===== src/memsys_pkg.sv =====
`default_nettype none

package memsys_pkg;

	// ########################################################################
	// Address map
	// ########################################################################

	localparam logic [31:0] END_INST  = 32'h0000_03FC;	// Last word of the instruction region.
	localparam logic [31:0] DATA_BASE = 32'h0000_0400;
	localparam int          WORD_AW   = 8;	// Word index width of both memories.
	localparam int          MEM_WORDS = 256;

	// ########################################################################
	// Instruction cache geometry
	// ########################################################################

	localparam int IC_LINES = 16;
	localparam int IC_WORDS = 4;
	localparam int IC_OFF_W = 2;	// Address bits 3:2.
	localparam int IC_IDX_W = 4;	// Address bits 7:4.
	localparam int IC_TAG_W = 2;	// Address bits 9:8.

	// Report path and serial line.
	localparam int REPORT_BYTES = 6;
	localparam int FIFO_DEPTH   = 8;
	localparam int FIFO_AW      = 3;
	localparam int CLKS_PER_BIT = 8;
	localparam int BAUD_CNT_W   = 3;

	typedef enum logic [1:0] {ROUTE_IDLE, ROUTE_INST, ROUTE_DATA, ROUTE_DROP} route_t;

	typedef enum logic [1:0] {TX_IDLE, TX_START, TX_DATA, TX_STOP} tx_state_t;

endpackage

`default_nettype wire


===== src/uart_tx.sv =====
`timescale 1ns/1ps
`default_nettype none

module uart_tx import memsys_pkg::*; (
	input  wire        clk_cpu,
	input  wire        rst,
	input  wire  [7:0] head,
	input  wire        empty,
	output logic       pop,
	output logic       tx_data
);

	tx_state_t             state;
	logic [BAUD_CNT_W-1:0] baud_cnt;
	logic [2:0]            bit_idx;
	logic [7:0]            shreg;
	logic                  bit_end;

	assign pop     = (state == TX_IDLE) && !empty;
	assign bit_end = (baud_cnt == BAUD_CNT_W'(CLKS_PER_BIT - 1));

	always_ff @(posedge clk_cpu) begin
		if (rst) begin
			state    <= TX_IDLE;
			baud_cnt <= '0;
			bit_idx  <= '0;
			tx_data  <= 1'b1;
		end else begin
			baud_cnt <= (state == TX_IDLE || bit_end) ? '0 : baud_cnt + 1'b1;
			case (state)
				TX_IDLE: begin
					tx_data <= 1'b1;
					if (!empty)
						state <= TX_START;
				end
				TX_START: begin
					tx_data <= 1'b0;
					bit_idx <= '0;
					if (bit_end)
						state <= TX_DATA;
				end
				TX_DATA: begin
					tx_data <= shreg[0];	// LSB first.
					if (bit_end) begin
						bit_idx <= bit_idx + 1'b1;
						if (bit_idx == 3'd7)
							state <= TX_STOP;
					end
				end
				TX_STOP: begin
					tx_data <= 1'b1;
					if (bit_end)
						state <= TX_IDLE;
				end
				default: state <= TX_IDLE;
			endcase
		end
	end

	always_ff @(posedge clk_cpu) begin
		if (pop)
			shreg <= head;
		else if (state == TX_DATA && bit_end)
			shreg <= shreg >> 1;
	end

endmodule

`default_nettype wire


===== config.mk =====
export PLATFORM = sky130hd
export DESIGN_NAME = uart_tx
export DESIGN_NICKNAME = d
export VERILOG_FILES = /design/src/memsys_pkg.sv /design/src/uart_tx.sv
export SDC_FILE = /design/constraint.sdc
export NUM_CORES = 1
export LEC_CHECK = 0
export BUFFER_PORTS_ARGS = -buffer_cell sky130_fd_sc_hd__buf_2
export CAP_MARGIN = 20
export CORE_MARGIN = 4
export CORE_UTILIZATION = 40
export DETAILED_ROUTE_END_ITERATION = 8
export GPL_TIMING_DRIVEN = 0
export PLACE_DENSITY_LB_ADDON = 0.05
export SETUP_SLACK_MARGIN = 0.2
export SLEW_MARGIN = 0
export SYNTH_ARGS = -nofsm -noshare
export SYNTH_HDL_FRONTEND = slang
export SYNTH_SLANG_ARGS = --single-unit

===== constraint.sdc =====
create_clock -name clk_cpu -period 1.9 [get_ports clk_cpu]
set_input_delay 0.095 -clock clk_cpu [delete_from_list [all_inputs] [get_ports clk_cpu]]
set_output_delay 0.095 -clock clk_cpu [all_outputs]
set_load 0.005 [all_outputs]

**Yosys cells after proc, flatten, opt, wreduce, memory -nomap -nowiden**

Cells that the tools add are included.

- Flip-flop bits (word level): 17
- Output and inout bits: 2
- Word-level logic and storage cells: 39

- $add $sub $neg: 2
- Eq/ne operators: 10
- Muxes and demuxes: 11
- Reductions and logical operators: 11

Operators by type and width:

| operator | number |
|---|---|
| $mux W8 | 2 |
| $mux W2 | 5 |
| $ne A2 B2 Y1 const B | 5 |
| $pmux W2 S4 | 1 |
| $add A3 B1 Y3 const B | 2 |
| $eq A3 B3 Y1 const B | 2 |
| $pmux W3 S2 | 1 |
| $reduce_and A5 Y1 | 1 |
| $eq A2 B2 Y1 const B | 2 |
| $reduce_bool A2 Y1 | 2 |
| $reduce_or A2 Y1 | 2 |
| $mux W3 | 1 |
| $pmux W1 S3 | 1 |
| $eq A2 B1 Y1 const B | 1 |
| $logic_and A1 B1 Y1 | 2 |
| $logic_not A2 Y1 | 1 |
| $reduce_and A2 Y1 | 1 |
| $logic_not A1 Y1 | 1 |
| $logic_or A1 B1 Y1 | 1 |

**Depth between registers and ports, before layout**

- Word-level depth: 4
- Mapped depth: 5
- Depth with buffers taken out: 5

**Worst setup path after synthesis**

Ideal clock, no wire load.

- Path type: reg-to-reg
- Start: register state[1]
- End: register state[0]
- Library setup time: 0.086 ns
- Data arrival time: 1.536 ns
- Slack: 0.279 ns
- Stages on the path, launching flop included: 6
- Buffers on the path: 0
- Clock period less this slack: 1.621 ns
- Cell sequence: dfxtp_1 > inv_1 > ha_1 > or3_1 > a221o_1 > a211oi_1

- Longest elaborated chain between the ends: 3

RTL lines:

| what | RTL line | text |
|---|---|---|
| from (decl) | uart_tx.sv:13 | `tx_state_t state;` |
| from (signal assigned) | uart_tx.sv:24 | `state <= TX_IDLE;` |
| from (signal assigned) | uart_tx.sv:34 | `state <= TX_START;` |
| from (signal assigned) | uart_tx.sv:40 | `state <= TX_DATA;` |
| $eq A2 B2 Y1 (tied with other cells) | uart_tx.sv:30 | `case (state)` |
| $ne A2 B2 Y1 (no line) | -- |  |
| $reduce_and A5 Y1 (no line) | -- |  |

Several ways; a longest one is shown, not always the timed one.
A chain may end at the register's enable or synchronous reset.

**Worst setup path in the final report**

Ends and elaborated chain as after synthesis.

==> reports/metrics.yaml <==
cts:
  clk_pin_slew_ps: 100
  clockBufferDepth: 2
  clk_latency_ps: 290
  htree_levels: 1
  root_buffer: "clkbuf_4"
  cts_buffers: 3
  cts_tree: "yes"
  cts_sinks: 17
finish:
  fin_nets: 108
  multi_input_area_um2: 426.7
  regArea_um2: 427.9
  drive_above_1_share_pct: 48.28
  final_cell_mix: "buf_2, mux2_2, edfxtp_1"
  antenna_cells: 0
  layout_commonest_cell: "buf_2"
  fillers: 201
  area_growth_pct: 27.57
place:
  place_hpwl_um: 946.7
  detailedPlace.worstSlack_ps: 133.0
  portBuffers: 11
  globalplace.congestion: 0.7979
floorplanning:
  rows: 16
  design.portCount: 13
  dieArea_mm2: 0.002830
  start_util_pct: 42.07
  die_h_um: 53.20
  core_mm2: 0.001942
  fp.dieW_um: 53.20
global_routing:
  grt_max_degree: 11
  antenna_found_initial: 0
  gr-total-overflow: 0
  grt_pass1_wl_mm: 2.187
  grt_use_total_pct: 11.12
  grt_pass1_vias: 491
sta:
  setup_violations: 0
  grt_setup_unrepaired: "yes"
  slew_violations: 0
  slew_headroom_pct: 73.44
  clock.fmax_mhz: 590.3
  setup_tns_ps: 0
  fin_crit_ps: 1694
  fin_crit_sh_pct: 89.16
  fin_ws_ps: 206.0
  skew_ps: 6.883
  holdWs_ps: 80.82
  worst_slew_pin_slew_ps: 398.4
  hold_violations: 0
drt:
  drc_errors: 0
  via_per_inst: 4.807
  drt-initial-drc-count: 12
  vias: 548
  dr.pass1.iters: 4
  wl_per_cell_um: 12.50
  ant_nets: 0
  routed_wl_mm: 1.425
synth:
  yosysUniqueCellTypes: 23
  synth_nets: 87
  ys_ff_latch: 17
  syn_inst: 67
  ys_warn_count: 0
  mappedNetlistArea_um2: 817.0
  seq_area_frac_synth_pct: 51.45
  synth.avg_cell_area_um2: 12.19
power_and_ir_drop:
  pwr-share-clk_pct: 13.0
  p_per_area_mw_per_mm2: 1385
  p_comb_share_pct: 47.3
  internal_power_mw: 0.9816
  p_sw_share_pct: 32.01
  vdd_drop_max_mv: 0.6910
  seqPwrFrac_pct: 39.7
  power_mw: 1.444
  switching_power_mw: 0.4620
  leakagePower_nw: 0.4176
setup_path:
  cp-start-kind: "register"
  cp_max_fo: 4
  endpoint_kind: "register"
  cpPeakStageDelay_ps: 400
  crit_chain: "inv_1 > ha_2 > or3_4 > a221o_1 > a211oi_2"
  required_ps: 2100
  cpMaxStageDelayCell: "or3_4"
  critical_path_class: "register to register"
  crit_arrival_ps: 1890
job:
  maxCapViolations: 0
status:
  outcome: "complete, no violations"
hold_path:
  min_path_type: "input pin to register"
final cells by class:
class / instances / area share, %
flip-flops and latches: 17 / 41.06
multi-input cells: 45 / 40.94
repair buffers: 16 / 9.604
well taps: 27 / 3.241
clock buffers: 3 / 2.161
inverters: 3 / 1.441
plain buffers: 2 / 1.080
clock inverters: 1 / 0.4802
Yosys cell counts:
master,instances,area share [%]
ha_1,9,14
a221o_1,1,1.2
inv_1,3,1.4
nand2_1,4,1.8
a21o_1,1,0.92
a21oi_1,4,2.5
nor3_1,1,0.61
mux2_2,8,11
clkbuf_1,1,0.46
edfxtp_1,8,29
nand2b_1,2,1.5
a211oi_1,1,0.92
dfxtp_1,9,22
mux2i_1,2,2.5
and2_1,3,2.3
nand3b_1,1,0.92
buf_2,1,0.61
nand3_1,2,1.2
nor2b_1,2,1.5
a2111oi_0,1,1.1
or3_1,1,0.77
nor4_1,1,0.77
or2_2,1,0.77
stage by stage:
stage | instance area (um^2) | cells | util [%]
floorplan | 817.0 | 67 | -
global placement | 905.9 | 105 | 46.65
detailed placement | 905.9 | 105 | 46.65
CTS | 940.9 | 109 | 48.45
global route | 1042 | 114 | 53.67
finish | 1042 | 114 | 53.67
cells by family (layout without fill, tap and decap cells):
group | count (synthesis) | count (layout) | synth area share, %
and+or+nand+nor | 18 | 18 | 12.25
DFF | 17 | 17 | 51.45
muxes | 10 | 10 | 13.48
adders and majority gates | 9 | 9 | 13.78
AOI/OAI and AO/OA | 8 | 8 | 6.586
buffers and inverters | 5 | 25 | 2.449
power groups by stage:
stage	sequential [mW]	combinational [mW]	clock [mW]
6_report	0.573	0.684	0.187
3_3_place_gp	0.570	0.471	0
5_1_grt	0.586	0.756	0.217
4_1_cts	0.566	0.483	0.199
3_5_place_dp	0.572	0.467	0
2_1_floorplan	0.561	0.369	0
metal layers:
| metal | track usage (%) | vias to the layer above | routed length (um) |
|---|---|---|---|
| li1 | - | 279 | - |
| met1 | 15.13 | 257 | 673 |
| met2 | 15.29 | 10 | 672 |
| met3 | 4.225 | 2 | 65 |
| met4 | 5.106 | 0 | 13 |
| met5 | 0 | - | 0 |
critical path, delay by kind of cell (launching register included):
kind | cells | cell delay, ps
AND/OR/NAND/NOR | 1 | 400
AO/OA/AOI/OAI | 2 | 570
adder cells (fa/ha/maj) | 1 | 210
flip-flops | 1 | 360
buffers and inverters | 1 | 80
final timing paths:
path	start	to	slack (ps)	depth (start not counted)
worst max-delay path	state[1]$_SDFFE_PP0P_	state[0]$_SDFFE_PP0P_	210	5
worst min-delay path	head[7]	shreg[7]$_SDFFCE_PN0P_	80	2
worst max register to register	state[1]$_SDFFE_PP0P_	state[0]$_SDFFE_PP0P_	210	5
worst min register to register	baud_cnt[0]$_SDFF_PP0_	baud_cnt[0]$_SDFF_PP0_	440	1
state kept, by name, indices dropped and copies added (netlist names):
| name | cells |
|---|---|
| shreg | 8 |
| baud_cnt | 3 |
| bit_idx | 3 |
| state | 2 |
| tx_data | 1 |
timing repair:
action,in CTS,in global routing
endpoints found under the setup margin,12,18
setup buffers,0,4
gates cloned,0,1
pin swaps,0,4
resized for setup,4,18
hold buffers,0,0
No activity file was read; power rests on OpenSTA's default activity.
