## config.mk

```make
export PLATFORM = sky130hd
export DESIGN_NAME = byte_fifo
export DESIGN_NICKNAME = d
export VERILOG_FILES = /design/src/memsys_pkg.sv /design/src/byte_fifo.sv
export SDC_FILE = /design/constraint.sdc
export NUM_CORES = 1
export LEC_CHECK = 0
export BUFFER_PORTS_ARGS = -buffer_cell sky130_fd_sc_hd__buf_2
export CAP_MARGIN = 20
export CORE_MARGIN = 2
export CORE_UTILIZATION = 45
export DETAILED_ROUTE_END_ITERATION = 10
export PLACE_DENSITY = 0.64
export SLEW_MARGIN = 20
export SYNTH_ARGS = -nofsm -noshare
export SYNTH_HDL_FRONTEND = slang
export SYNTH_SLANG_ARGS = --single-unit
```

## constraint.sdc

```tcl
create_clock -name clk_cpu -period 4.5 [get_ports clk_cpu]
set_clock_uncertainty 0.05 [all_clocks]
set_input_delay 0.225 -clock clk_cpu [delete_from_list [all_inputs] [get_ports clk_cpu]]
set_output_delay 0.225 -clock clk_cpu [all_outputs]
set_load 0.02 [all_outputs]
```

## src/memsys_pkg.sv

```systemverilog
`default_nettype none

package memsys_pkg;

	// ########################################################################
	// Address map
	// ########################################################################

	localparam logic [31:0] END_INST  = 32'h0000_03FC;	// Last word of the instruction region.
	localparam logic [31:0] DATA_BASE = 32'h0000_0400;
	localparam int          WORD_AW   = 8;	// Word index width of both memories.
	localparam int          MEM_WORDS = 256;

	// ########################################################################
	// Instruction cache geometry
	// ########################################################################

	localparam int IC_LINES = 16;
	localparam int IC_WORDS = 4;
	localparam int IC_OFF_W = 2;	// Address bits 3:2.
	localparam int IC_IDX_W = 4;	// Address bits 7:4.
	localparam int IC_TAG_W = 2;	// Address bits 9:8.

	// Report path and serial line.
	localparam int REPORT_BYTES = 6;
	localparam int FIFO_DEPTH   = 8;
	localparam int FIFO_AW      = 3;
	localparam int CLKS_PER_BIT = 8;
	localparam int BAUD_CNT_W   = 3;

	typedef enum logic [1:0] {ROUTE_IDLE, ROUTE_INST, ROUTE_DATA, ROUTE_DROP} route_t;

	typedef enum logic [1:0] {TX_IDLE, TX_START, TX_DATA, TX_STOP} tx_state_t;

endpackage

`default_nettype wire

```

## src/byte_fifo.sv

```systemverilog
`timescale 1ns/1ps
`default_nettype none

module byte_fifo import memsys_pkg::*; (
	input  wire        clk_cpu,
	input  wire        rst,
	input  wire        push,
	input  wire  [7:0] push_data,
	input  wire        pop,
	output logic [7:0] head,
	output logic       empty,
	output logic       full
);

	logic [7:0]         mem [FIFO_DEPTH];
	logic [FIFO_AW-1:0] wr_ptr;
	logic [FIFO_AW-1:0] rd_ptr;
	logic [FIFO_AW:0]   count;
	logic               do_push;
	logic               do_pop;

	assign do_push = push && !full;	// A push into a full queue is lost.
	assign do_pop  = pop && !empty;
	assign empty   = (count == '0);
	assign full    = (count == (FIFO_AW + 1)'(FIFO_DEPTH));
	assign head    = mem[rd_ptr];

	always_ff @(posedge clk_cpu) begin
		if (rst) begin
			wr_ptr <= '0;
			rd_ptr <= '0;
			count  <= '0;
		end else begin
			if (do_push)
				wr_ptr <= wr_ptr + 1'b1;
			if (do_pop)
				rd_ptr <= rd_ptr + 1'b1;
			case ({do_push, do_pop})
				2'b10:   count <= count + 1'b1;
				2'b01:   count <= count - 1'b1;
				default: count <= count;
			endcase
		end
	end

	always_ff @(posedge clk_cpu) begin
		if (do_push)
			mem[wr_ptr] <= push_data;
	end

endmodule

`default_nettype wire

```

Word level (Yosys, flattened, before mapping). Memory sizes are Yosys's and may differ from the RTL's. A register that Yosys moved wholly into a read port is not among the register bits. Cells that the tools add are included.

Memories kept: 1. Logic and storage cells: 22. Flip-flop bits (word level): 10. Bits in writable memories: 64.

Memories: mem (depth 8, bits a word 8, read ports 1, clocked after Yosys merged registers in 1, write ports 1, line byte_fifo.sv:15) `logic [7:0] mem [FIFO_DEPTH];`.

Equality and inequality tests: 3. Multiplexer cells: 5. Add/sub/neg operators: 4. Reduce and logical (&&, ||, !) cells: 6.

Operator list (number): $pmux W4 S2 (1); $add A3 B1 Y3 const B (2); $mux W3 (2); $add A4 B1 Y4 const B (1); $eq A4 B4 Y1 const B (1); $logic_not A4 Y1 (1); $sub A4 B1 Y4 const B (1); $eq A2 B1 Y1 const B (1); $eq A2 B2 Y1 const B (1); $logic_and A1 B1 Y1 (2); $logic_not A1 Y1 (2); $mux W1 (2); $reduce_bool A2 Y1 (1).

Logic depth before layout (Yosys ltp).
Word-level depth: 5. Depth in mapped cells: 11. Mapped depth without buffers: 9.

Worst setup path before layout. Ideal clock, no wire load.

Kind: reg-to-reg. Start point: register count[1]. End point: register count[2]. Buffers on the path: 2. Stages on the path, launching flop included: 12. Arrival time: 2.319 ns. Setup slack: 2.060 ns. Path through: dfxtp_1 buf_6 or4b_4 buf_6 nand2_8 ha_1 xor2_1 ha_1 a21oi_1 xor2_1 or3_1 a21oi_1.

Cells in the longest elaborated chain, start to end: 5. Elaborated cells between the ends (all ways): 12. Those cells by class: add/sub (2); eq/ne (3); mux (1); reduce/logical (6).

Ends and longest elaborated chain: from (decl) (line byte_fifo.sv:18) `logic [FIFO_AW:0] count;`; from (signal assigned) (line byte_fifo.sv:39) `2'b10: count <= count + 1'b1;`; from (signal assigned) (line byte_fifo.sv:40) `2'b01: count <= count - 1'b1;`; from (signal assigned) (line byte_fifo.sv:41) `default: count <= count;`; $eq A4 B4 Y1 or $logic_not A4 Y1 (tied branches) (line byte_fifo.sv:25, byte_fifo.sv:24); $logic_not A1 Y1 (on tied branches) (line byte_fifo.sv:22, byte_fifo.sv:23); $logic_and A1 B1 Y1 (on tied branches) (line byte_fifo.sv:22, byte_fifo.sv:23); $eq A2 B1 Y1 or $eq A2 B2 Y1 (tied branches) (line byte_fifo.sv:38) `case ({do_push, do_pop})`; $pmux W4 S2 or $reduce_bool A2 Y1 (tied branches).

Parallel ways exist; a longest one is shown, timed or not. A chain may end at the register's enable or synchronous reset.

==> results.sh <==
export IMPL_netlist_area_leader_share_pct=61.0
export IMPL_cts_sinks=77
export IMPL_clk_latency_ns=0.33
export IMPL_vias_per_cell=5.27
export IMPL_yosysMostFrequentCell="edfxtp_1"
export IMPL_min_period_ns=2.73
export IMPL_clk_root_buffer_cell="clkbuf_8"
export IMPL_hpwl_mm=3.55
export IMPL_clk_pin_slew_ns=0.08
export IMPL_grt_max_degree=17
export IMPL_fmax_mhz=367
export IMPL_clkPwrFrac_pct=26.3
export IMPL_syn_area_sq_um=3150
export IMPL_gr_usage_all_layers_pct=15.6
export IMPL_p_switching_w=0.000553
export IMPL_fp_dieW_microns=87.7
export IMPL_dieArea_sq_um=7690
export IMPL_pin_count=22
export IMPL_finalSetupViolations=0
export IMPL_combPwrFrac_pct=24.7
export IMPL_cts_path_max_buffers=2
export IMPL_num_vias=1561
export IMPL_antenna_found_initial=0
export IMPL_worstSetupPathType="reg -> out"
export IMPL_cpMaxStageDelayCell="dfxtp_1"
export IMPL_post_cts_resize_count=0
export IMPL_syn_inst=167
export IMPL_post_place_cells=280
export IMPL_grt_pass1_wl_mm=8.45
export IMPL_postCtsSetupRepairBufs=0
export IMPL_synth_common_cells="edfxtp_1, dfxtp_1, nor2_1"
export IMPL_switching_share_pct=29.0
export IMPL_die_y_microns=87.7
export IMPL_cts_buffers=9
export IMPL_drtIter0Drc=111
export IMPL_critPathCaptureType="output port"
export IMPL_slew_violations=0
export IMPL_synth_edf_count=64
export IMPL_ir_drop_mv=0.366
export IMPL_async_reset_ff_share_pct=0
export IMPL_grt_pass1_vias=1638
export IMPL_cp_required_ns=4.22
export IMPL_status="completed"
export IMPL_core_area_sq_um=6790
export IMPL_cts_tree="built"
export IMPL_ys_warn_count=0
export IMPL_slew_headroom_pct=32.6
export IMPL_row_count=30
export IMPL_totalWireLength_mm=5.38
export IMPL_syn2layout_area_growth_pct=12.6
export IMPL_timing_final_crit_share_pct=60.6
export IMPL_cap_viol_max_count=0
export IMPL_initial_utilization_pct=46.4
export IMPL_synth_area_leaders="edfxtp_1, dfxtp_1, mux4_1, mux4_2, mux2_2"
export IMPL_synth_flop_cell="edfxtp_1"
export IMPL_antenna_cells=0
export IMPL_intPower_w=0.00135
export IMPL_hold_viol=0
export IMPL_holdBufCountCts=0
export IMPL_leakagePower_nw=1.21
export IMPL_worst_pin_slew_ns=1.01
export IMPL_syn_avg_cell_area_sq_um=18.9
export IMPL_finalSetupTns_ns=0
export IMPL_cp_max_fo=16
export IMPL_drcViolationCount=0
export IMPL_ys_types=35
export IMPL_h_tree_depth=3
export IMPL_drive_gt1_share_pct=31.5
export IMPL_place_congestion=0.849
export IMPL_ant_nets=0
export IMPL_rsz0062_at_grt="no"
export IMPL_crit_arrival_ns=2.45
export IMPL_synthesis_nets=184
export IMPL_yosysSeqAreaShare_pct=69.3
export IMPL_holdCritPathClass="in -> reg"
export IMPL_synth_top_cell_by_area="edfxtp_1"
export IMPL_synth_seq_cells=77
export IMPL_critPathMaxStageDelay_ns=0.99
export IMPL_cp_cell_sequence="mux4_1 -> mux2_2 -> buf_2"
export IMPL_first_pass_iters=4
export IMPL_fin_nets=212
export IMPL_grt_ovfl_total=0
export IMPL_p_per_area_nw_per_um2=537
export IMPL_fillers=547
export IMPL_fin_cells=296
export IMPL_wl_per_cell_microns=18.2
export IMPL_finalPower_w=0.00191
export IMPL_port_buffers=21
export IMPL_start_kind="register"
export IMPL_seq_power_share_pct=49.0
-- power by group through the flow --
| stage | registers (W) | logic [W] | clock network, W |
|---|---|---|---|
| floorplan | 0.000888 | 0.000428 | 0 |
| detailed placement | 0.000952 | 0.000475 | 0 |
| finish | 0.000934 | 0.000472 | 0.000501 |
| global route | 0.000949 | 0.000509 | 0.000544 |
| global placement | 0.000944 | 0.000459 | 0 |
| CTS | 0.000936 | 0.000478 | 0.000512 |
-- flip-flops by register name, summed over array words and instances (netlist names), named ones only --
signal and count:
wr_ptr 3, mem 64, count 4, rd_ptr 3
-- per-layer routing --
layer / part of all wire [%] / global-route usage (%)
met5: 0 / 0
met3: 3.4 / 4.05
met2: 51 / 25.9
met4: 2.0 / 7.55
met1: 44 / 18.9
-- metrics by stage --
stage / hold WS (ns) / utilization [%] / setup WS, ns / instance area (sq um)
6_report: 0.106 / 52.2 / 1.77 / 3550
2_1_floorplan: 0.274 / - / 2.06 / 3150
3_5_place_dp: 0.440 / 49.3 / 1.99 / 3350
4_1_cts: 0.0866 / 52.2 / 1.68 / 3550
3_3_place_gp: 0.431 / 49.3 / 2.08 / 3350
5_1_grt: 0.100 / 52.2 / 1.60 / 3550
-- kinds of logic after synthesis --
kind of cell	count (synthesis)	share of synthesized area, %
fa+ha+maj	5	1.99
compound gates	8	1.71
simple gates	34	6.55
xor+xnor	7	2.18
mux	27	16.2
buf+inv	9	2.06
flops	77	69.3
-- critical path, delay by kind of cell (launching register included) --
| family | cells | cell delay, ns |
|---|---|---|
| buffers and inverters | 1 | 0.16 |
| muxes | 2 | 0.96 |
| DFF | 1 | 0.99 |
-- area by class of cell --
type	instances	area, sq um	area share (%)
Inverter	1	3.75	0.106
Clock inverter	2	15.0	0.423
Tap cell	96	120	3.39
Timing Repair Buffer	25	135	3.81
Clock buffer	14	184	5.18
Multi-Input combinational cell	81	908	25.6
Sequential cell	77	2180	61.5
-- layout by cell type, fill, tap and decap left out, types with 2 or more instances in the layout --
master    instances
nor3_1            3
buf_4             4
mux2i_1           2
dfxtp_1          13
xor2_1            5
clkbuf_1          2
clkbuf_8         11
nand2b_1          3
buf_2            21
nor4_1            2
mux4_2            8
mux4_1            8
nand2_1           2
nor2_1           12
edfxtp_1         64
nand3_1           2
mux2_2            9
a21oi_1           4
ha_1              5
-- final timing paths --
path                      from        end  slack, ns  cells after the start
setup reg to reg      count[1]   count[2]       1.97                      9
hold / removal    push_data[7]  mem[0][7]       0.11                      1
hold reg to reg      rd_ptr[2]  rd_ptr[2]       0.48                      2
setup / recovery      register    head[2]       1.77                      3
No activity file was read; power rests on OpenSTA's default activity.
