File: src/memsys_pkg.sv
`default_nettype none

package memsys_pkg;

	// ########################################################################
	// Address map
	// ########################################################################

	localparam logic [31:0] END_INST  = 32'h0000_03FC;	// Last word of the instruction region.
	localparam logic [31:0] DATA_BASE = 32'h0000_0400;
	localparam int          WORD_AW   = 8;	// Word index width of both memories.
	localparam int          MEM_WORDS = 256;

	// ########################################################################
	// Instruction cache geometry
	// ########################################################################

	localparam int IC_LINES = 16;
	localparam int IC_WORDS = 4;
	localparam int IC_OFF_W = 2;	// Address bits 3:2.
	localparam int IC_IDX_W = 4;	// Address bits 7:4.
	localparam int IC_TAG_W = 2;	// Address bits 9:8.

	// Report path and serial line.
	localparam int REPORT_BYTES = 6;
	localparam int FIFO_DEPTH   = 8;
	localparam int FIFO_AW      = 3;
	localparam int CLKS_PER_BIT = 8;
	localparam int BAUD_CNT_W   = 3;

	typedef enum logic [1:0] {ROUTE_IDLE, ROUTE_INST, ROUTE_DATA, ROUTE_DROP} route_t;

	typedef enum logic [1:0] {TX_IDLE, TX_START, TX_DATA, TX_STOP} tx_state_t;

endpackage

`default_nettype wire

File: src/perf_counter.sv
`timescale 1ns/1ps
`default_nettype none

module perf_counter import memsys_pkg::*; (
	input  wire        clk_cpu,
	input  wire        rst,
	input  wire        ic_miss,
	input  wire        data_read,
	input  wire        data_write,
	input  wire        report,
	input  wire        full,
	output logic       push,
	output logic [7:0] push_data
);

	logic [15:0]               miss_cnt;
	logic [15:0]               rd_cnt;
	logic [15:0]               wr_cnt;
	logic [8*REPORT_BYTES-1:0] snap;
	logic [2:0]                byte_cnt;
	logic                      busy;
	logic                      pend;
	logic                      start;

	// Saturating step; on a snapshot the count restarts with this cycle's event.
	function automatic logic [15:0] next_count(input logic [15:0] cnt, input logic ev,
			input logic clear);
		if (clear)
			return {15'b0, ev};
		if (ev && cnt != 16'hFFFF)
			return cnt + 16'd1;
		return cnt;
	endfunction

	assign start     = (report || pend) && !busy;
	assign push      = busy && !full;
	assign push_data = snap[8*REPORT_BYTES-1 -: 8];

	always_ff @(posedge clk_cpu) begin
		if (rst) begin
			miss_cnt <= '0;
			rd_cnt   <= '0;
			wr_cnt   <= '0;
			busy     <= 1'b0;
			pend     <= 1'b0;
			byte_cnt <= '0;
		end else begin
			miss_cnt <= next_count(miss_cnt, ic_miss, start);
			rd_cnt   <= next_count(rd_cnt, data_read, start);
			wr_cnt   <= next_count(wr_cnt, data_write, start);
			if (start) begin
				busy     <= 1'b1;
				pend     <= 1'b0;
				byte_cnt <= '0;
			end else begin
				if (report)
					pend <= 1'b1;	// Served once the current bytes are out.
				if (push) begin
					byte_cnt <= byte_cnt + 3'd1;
					if (byte_cnt == 3'(REPORT_BYTES - 1))
						busy <= 1'b0;
				end
			end
		end
	end

	always_ff @(posedge clk_cpu) begin
		if (start)
			snap <= {miss_cnt, rd_cnt, wr_cnt};
		else if (push)
			snap <= snap << 8;
	end

endmodule

`default_nettype wire

File: config.mk
export PLATFORM = sky130hd
export DESIGN_NAME = perf_counter
export DESIGN_NICKNAME = d
export VERILOG_FILES = /design/src/memsys_pkg.sv /design/src/perf_counter.sv
export SDC_FILE = /design/constraint.sdc
export NUM_CORES = 1
export LEC_CHECK = 0
export ABC_CLOCK_PERIOD_IN_PS = 2700
export BUFFER_PORTS_ARGS = -buffer_cell sky130_fd_sc_hd__buf_4
export CELL_PAD_IN_SITES_DETAIL_PLACEMENT = 1
export CELL_PAD_IN_SITES_GLOBAL_PLACEMENT = 1
export CORE_MARGIN = 4
export CORE_UTILIZATION = 48
export CTS_CLUSTER_SIZE = 20
export DETAILED_ROUTE_END_ITERATION = 12
export MAX_ROUTING_LAYER = met4
export PLACE_DENSITY_LB_ADDON = 0.3
export SETUP_SLACK_MARGIN = 0.4
export SLEW_MARGIN = 30
export SYNTH_ARGS = -nofsm -noshare
export SYNTH_HDL_FRONTEND = slang
export SYNTH_SLANG_ARGS = --single-unit
File: constraint.sdc
create_clock -name clk_cpu -period 2.7 [get_ports clk_cpu]
set_input_delay 0.27 -clock clk_cpu [delete_from_list [all_inputs] [get_ports clk_cpu]]
set_output_delay 0.27 -clock clk_cpu [all_outputs]
set_load 0.005 [all_outputs]
After elaboration in Yosys (flattened, before gate mapping)
Index checks and enable logic that the tools add are counted.
Cells by class
  muxes and demuxes: 28
  equal/unequal tests: 4
  add/sub/neg operators: 4
  reductions and logical operators: 15
Operators by type and width (number)
  two-way mux 16 bit: 12
  two-way mux 48 bit: 2
  adder 16 x 1 -> 16 bit, second input constant: 3
  inequality test 16 bit, second input constant: 3
  two-way mux 1 bit: 14
  nonzero test 2 bit: 5
  logical AND 1 bit: 5
  adder 3 x 1 -> 3 bit, second input constant: 1
  == test 3 bit, second input constant: 1
  logical NOT 1 bit: 2
  AND reduction 2 bit: 1
  OR reduction 2 bit: 1
  logical OR 1 bit: 1
Storage, ports and cells
  output and inout port bits: 9
  logic and storage cells: 58
  bits in registers: 101

Longest topological paths before layout
  depth in word-level cells: 8
  depth in mapped cells: 7
  mapped depth without buffers: 6

Least setup slack after synthesis
OpenSTA, ideal clock, no wires.
  path kind: register to register
  start: reg pend
  end: reg snap[0], enable pin
  setup slack: 0.298 ns
  library setup time: 0.589 ns
  buffers on the path: 2
  data arrival time: 1.814 ns
  cell stages (with the launch flop): 6
  cell sequence: dfxtp_1 nor2_1 or2_1 clkbuf_1 clkbuf_1 nand2b_1
Between the ends
  cells in the longest elaborated chain, start to end: 3
Ends and longest elaborated chain
  from (decl): RTL line perf_counter.sv:22  | logic pend;
  from (signal assigned): RTL line perf_counter.sv:45  | pend <= 1'b0;
  from (signal assigned): RTL line perf_counter.sv:53  | pend <= 1'b0;
  from (signal assigned): RTL line perf_counter.sv:57  | pend <= 1'b1;
  logical OR 1 bit: RTL line perf_counter.sv:35  | assign start = (report || pend) && !busy;
  logical AND 1 bit: RTL line perf_counter.sv:35
  nonzero test 2 bit (no source line)
  to (signal assigned): RTL line perf_counter.sv:69  | snap <= {miss_cnt, rd_cnt, wr_cnt};
  to (signal assigned): RTL line perf_counter.sv:71  | snap <= snap << 8;
  to (decl): RTL line perf_counter.sv:19  | logic [8*REPORT_BYTES-1:0] snap;
Every way passes these cells.
A chain may end at the register's enable or synchronous reset.

Worst setup path in the final report
  start: reg wr_cnt[0]
  end: reg wr_cnt[7]
Between the ends
  cells in the longest elaborated chain, start to end: 6
Ends and longest elaborated chain
  from (decl): RTL line perf_counter.sv:18  | logic [15:0] wr_cnt;
  from (signal assigned): RTL line perf_counter.sv:50  | wr_cnt <= next_count(wr_cnt, data_write, start);
  parallel branches: the longest is 6 deep, another holds adder 16 x 1 -> 16 bit
Several ways; the timed one is not identified. The select of a mux whose other input is x is not followed.

==> run metrics <==
endpoints failing hold=0; vias in the first global route=3529; Layout Nets=519; synthesized area=0.00463 mm2; Least-Margin Pin Slew=0.625 ns; clock root buffer=clkbuf_8; min Tclk post-route=2.00 ns; Fill cells=1096; drc violations=0; Reg clk slew, reported paths=0.09 ns; Hold-fix buffers, CTS=0; I/O Pins=16; RSZ-0062 raised after global routing=false; first-pass GRT wire length=17100 um; die area=0.0113 mm2; Area Growth Syn to Fin=8.26%; CP Class=flop to flop; synthesized flop and latch total=101; vias per std cell=5.44; maxcap violations=0; CTS tree=built; post-synthesis instance total=506; number of synthesized flops with an enable pin=48; Initial Util=49.7%; via count=3489; Core Box Area=0.00933 mm2; DR WL/cell=15.7 um; VDD IR max=0.408 mV; post-cts resize count=0; detailed placement HPWL=7200 um; clock skew=0.0120 ns; worst-path fanout max=7; H-tree lvl count=3; post-synth net total=518; IO buf count=15; Pint=0.00235 W; sw frac=23.5%; commonest non-fill, non-tap cell in the layout=nand2_1; Sequential Power Share=58.0%; ANT nets after route=0; Startpoint Class=flop; Final Setup Violations=0; Leakage=1.84 nW; Total Neg Setup Slack=0 ns; sequential cell area=0.00250 mm2; TritonCTS buffer count=9; Max clock buf depth=2; die width=106 um; ys flop type=dfxtp_1; HP Class=primary input to flop; die span in y=106 um; WP data arrival=2.24 ns; antenna violations before repair=0; Worst slew margin=58.3%; Post-CTS Setup Inserts=0; Pwr Density=613 mW/mm2; syn_area_per_cell=9.16 um2; CP endpoint kind=flop; library cells used by synthesis=42; row count=35; placer congestion estimate=0.883; DP Cell Count=625; GRT overflow=0; share of layout cells above drive strength 1=8.59%; largest net degree at the start of global routing=49; Max Slew Vio Count=0; most frequent cells in the layout=nand2_1, dfxtp_1, nor2_1, edfxtp_1, nand3_1; Max Freq=500 MHz; Pre-antenna DRT Iters=4; status=completed; final cell count without fillers=641; Net Sw Power=0.000723 W; Syn. warnings=0; WL final=10100 um; Worst-Skew Late Latency=0.37 ns; antenna cells=0; clock sinks=101; Clock Power Share=33.3%; all-layer global routing usage=19.4%; Gate power share=8.6%; area occupied by multi-input gates=0.00198 mm2; initial DRC count=95; Synth async-reset ratio=0%; sequential area share after synthesis=54.0%; CP required=2.94 ns; fin crit share=74.0%
## state kept, by name, summed over array words and instances, names as in the netlist
register,count
busy,1
byte_cnt,3
miss_cnt,16
pend,1
rd_cnt,16
snap,48
wr_cnt,16
## critical path: stages, from the launching register on
cell,delay (ns)
dfxtp_1,0.43
ha_1,0.20
nand4_1,0.26
or2_2,0.41
o211ai_1,0.29
or4_1,0.18
o21ai_0,0.11
## kinds of logic after synthesis
family                   Yosys count  synth area share [%]
adder cells (fa/ha/maj)            5                  1.35
buffers and inverters             35                  3.56
XOR/XNOR                          31                  5.86
AND/OR/NAND/NOR                  287                  29.2
flip-flops                       101                  54.0
multiplexers                       1                 0.243
AO/OA/AOI/OAI                     46                  5.78
## synth_stat cells (2+ instances only)
library cell | count | area [um2]
or2_2 | 3 | 18.8
buf_1 | 4 | 15.0
nand3_1 | 23 | 115
or3_1 | 6 | 37.5
nand2_1 | 136 | 510
a31oi_1 | 3 | 18.8
and3_1 | 6 | 37.5
inv_1 | 5 | 18.8
xnor2_1 | 15 | 131
dfxtp_1 | 53 | 1060
ha_1 | 5 | 62.6
edfxtp_1 | 48 | 1440
and4_1 | 6 | 52.6
xor2_1 | 16 | 140
buf_4 | 8 | 60.1
nand2b_1 | 2 | 12.5
nand4_1 | 16 | 100
or4_1 | 5 | 37.5
o21ai_0 | 18 | 90.1
a211oi_1 | 2 | 15.0
clkbuf_1 | 15 | 56.3
nor3_1 | 14 | 70.1
buf_2 | 3 | 15.0
o211ai_1 | 6 | 45.0
nor4_1 | 3 | 18.8
nor2_1 | 50 | 188
a21oi_1 | 12 | 60.1
and2_1 | 9 | 56.3
## power groups by stage
| stage | Sequential [W] | Combinational [W] | Clock (W) |
|---|---|---|---|
| detailed placement | 0.00182 | 0.000272 | 0 |
| floorplan | 0.00181 | 0.000197 | 0 |
| global route | 0.00180 | 0.000301 | 0.00113 |
| CTS | 0.00179 | 0.000272 | 0.00106 |
| global placement | 0.00182 | 0.000258 | 0 |
| finish | 0.00179 | 0.000266 | 0.00102 |
## routing by layer
layer,global-route usage [%],part of all wire (%),vias up
met4,5.00,1.1,0
li1,-,-,1742
met1,23.5,45,1696
met2,33.2,51,43
met5,-,0,-
met3,4.07,3.1,8
## area by class of cell
| class | instances | area share, % |
|---|---|---|
| sequential | 101 | 49.9 |
| multi-input combinational | 370 | 39.4 |
| tap | 129 | 3.22 |
| timing repair buffer | 20 | 2.99 |
| clock buffer | 12 | 2.69 |
| clock inverter | 4 | 1.45 |
| inverter | 5 | 0.374 |
## worst paths after layout
path	from	endpoint	slack [ns]	cells after the start
setup / recovery	wr_cnt[0]	wr_cnt[7]	0.70	6
hold / removal	rst	busy	0.14	2
setup reg to reg	wr_cnt[0]	wr_cnt[7]	0.70	6
hold reg to reg	snap[4]	snap[12]	0.52	2
## per-stage QoR
stage                     hold slack, ns  cell area [um2]  setup WS (ns)  total power (W)  utilization, %
after floorplan                    0.339             4640          0.776          0.00200               -
after global placement             0.472             4810          0.841          0.00207            51.6
after detailed placement           0.498             4810          0.742          0.00209            51.6
after CTS                          0.129             5020          0.703          0.00312            53.8
after global routing               0.121             5020          0.483          0.00323            53.8
final                              0.144             5020          0.702          0.00308            53.8
(Power assumes the default switching activity.)
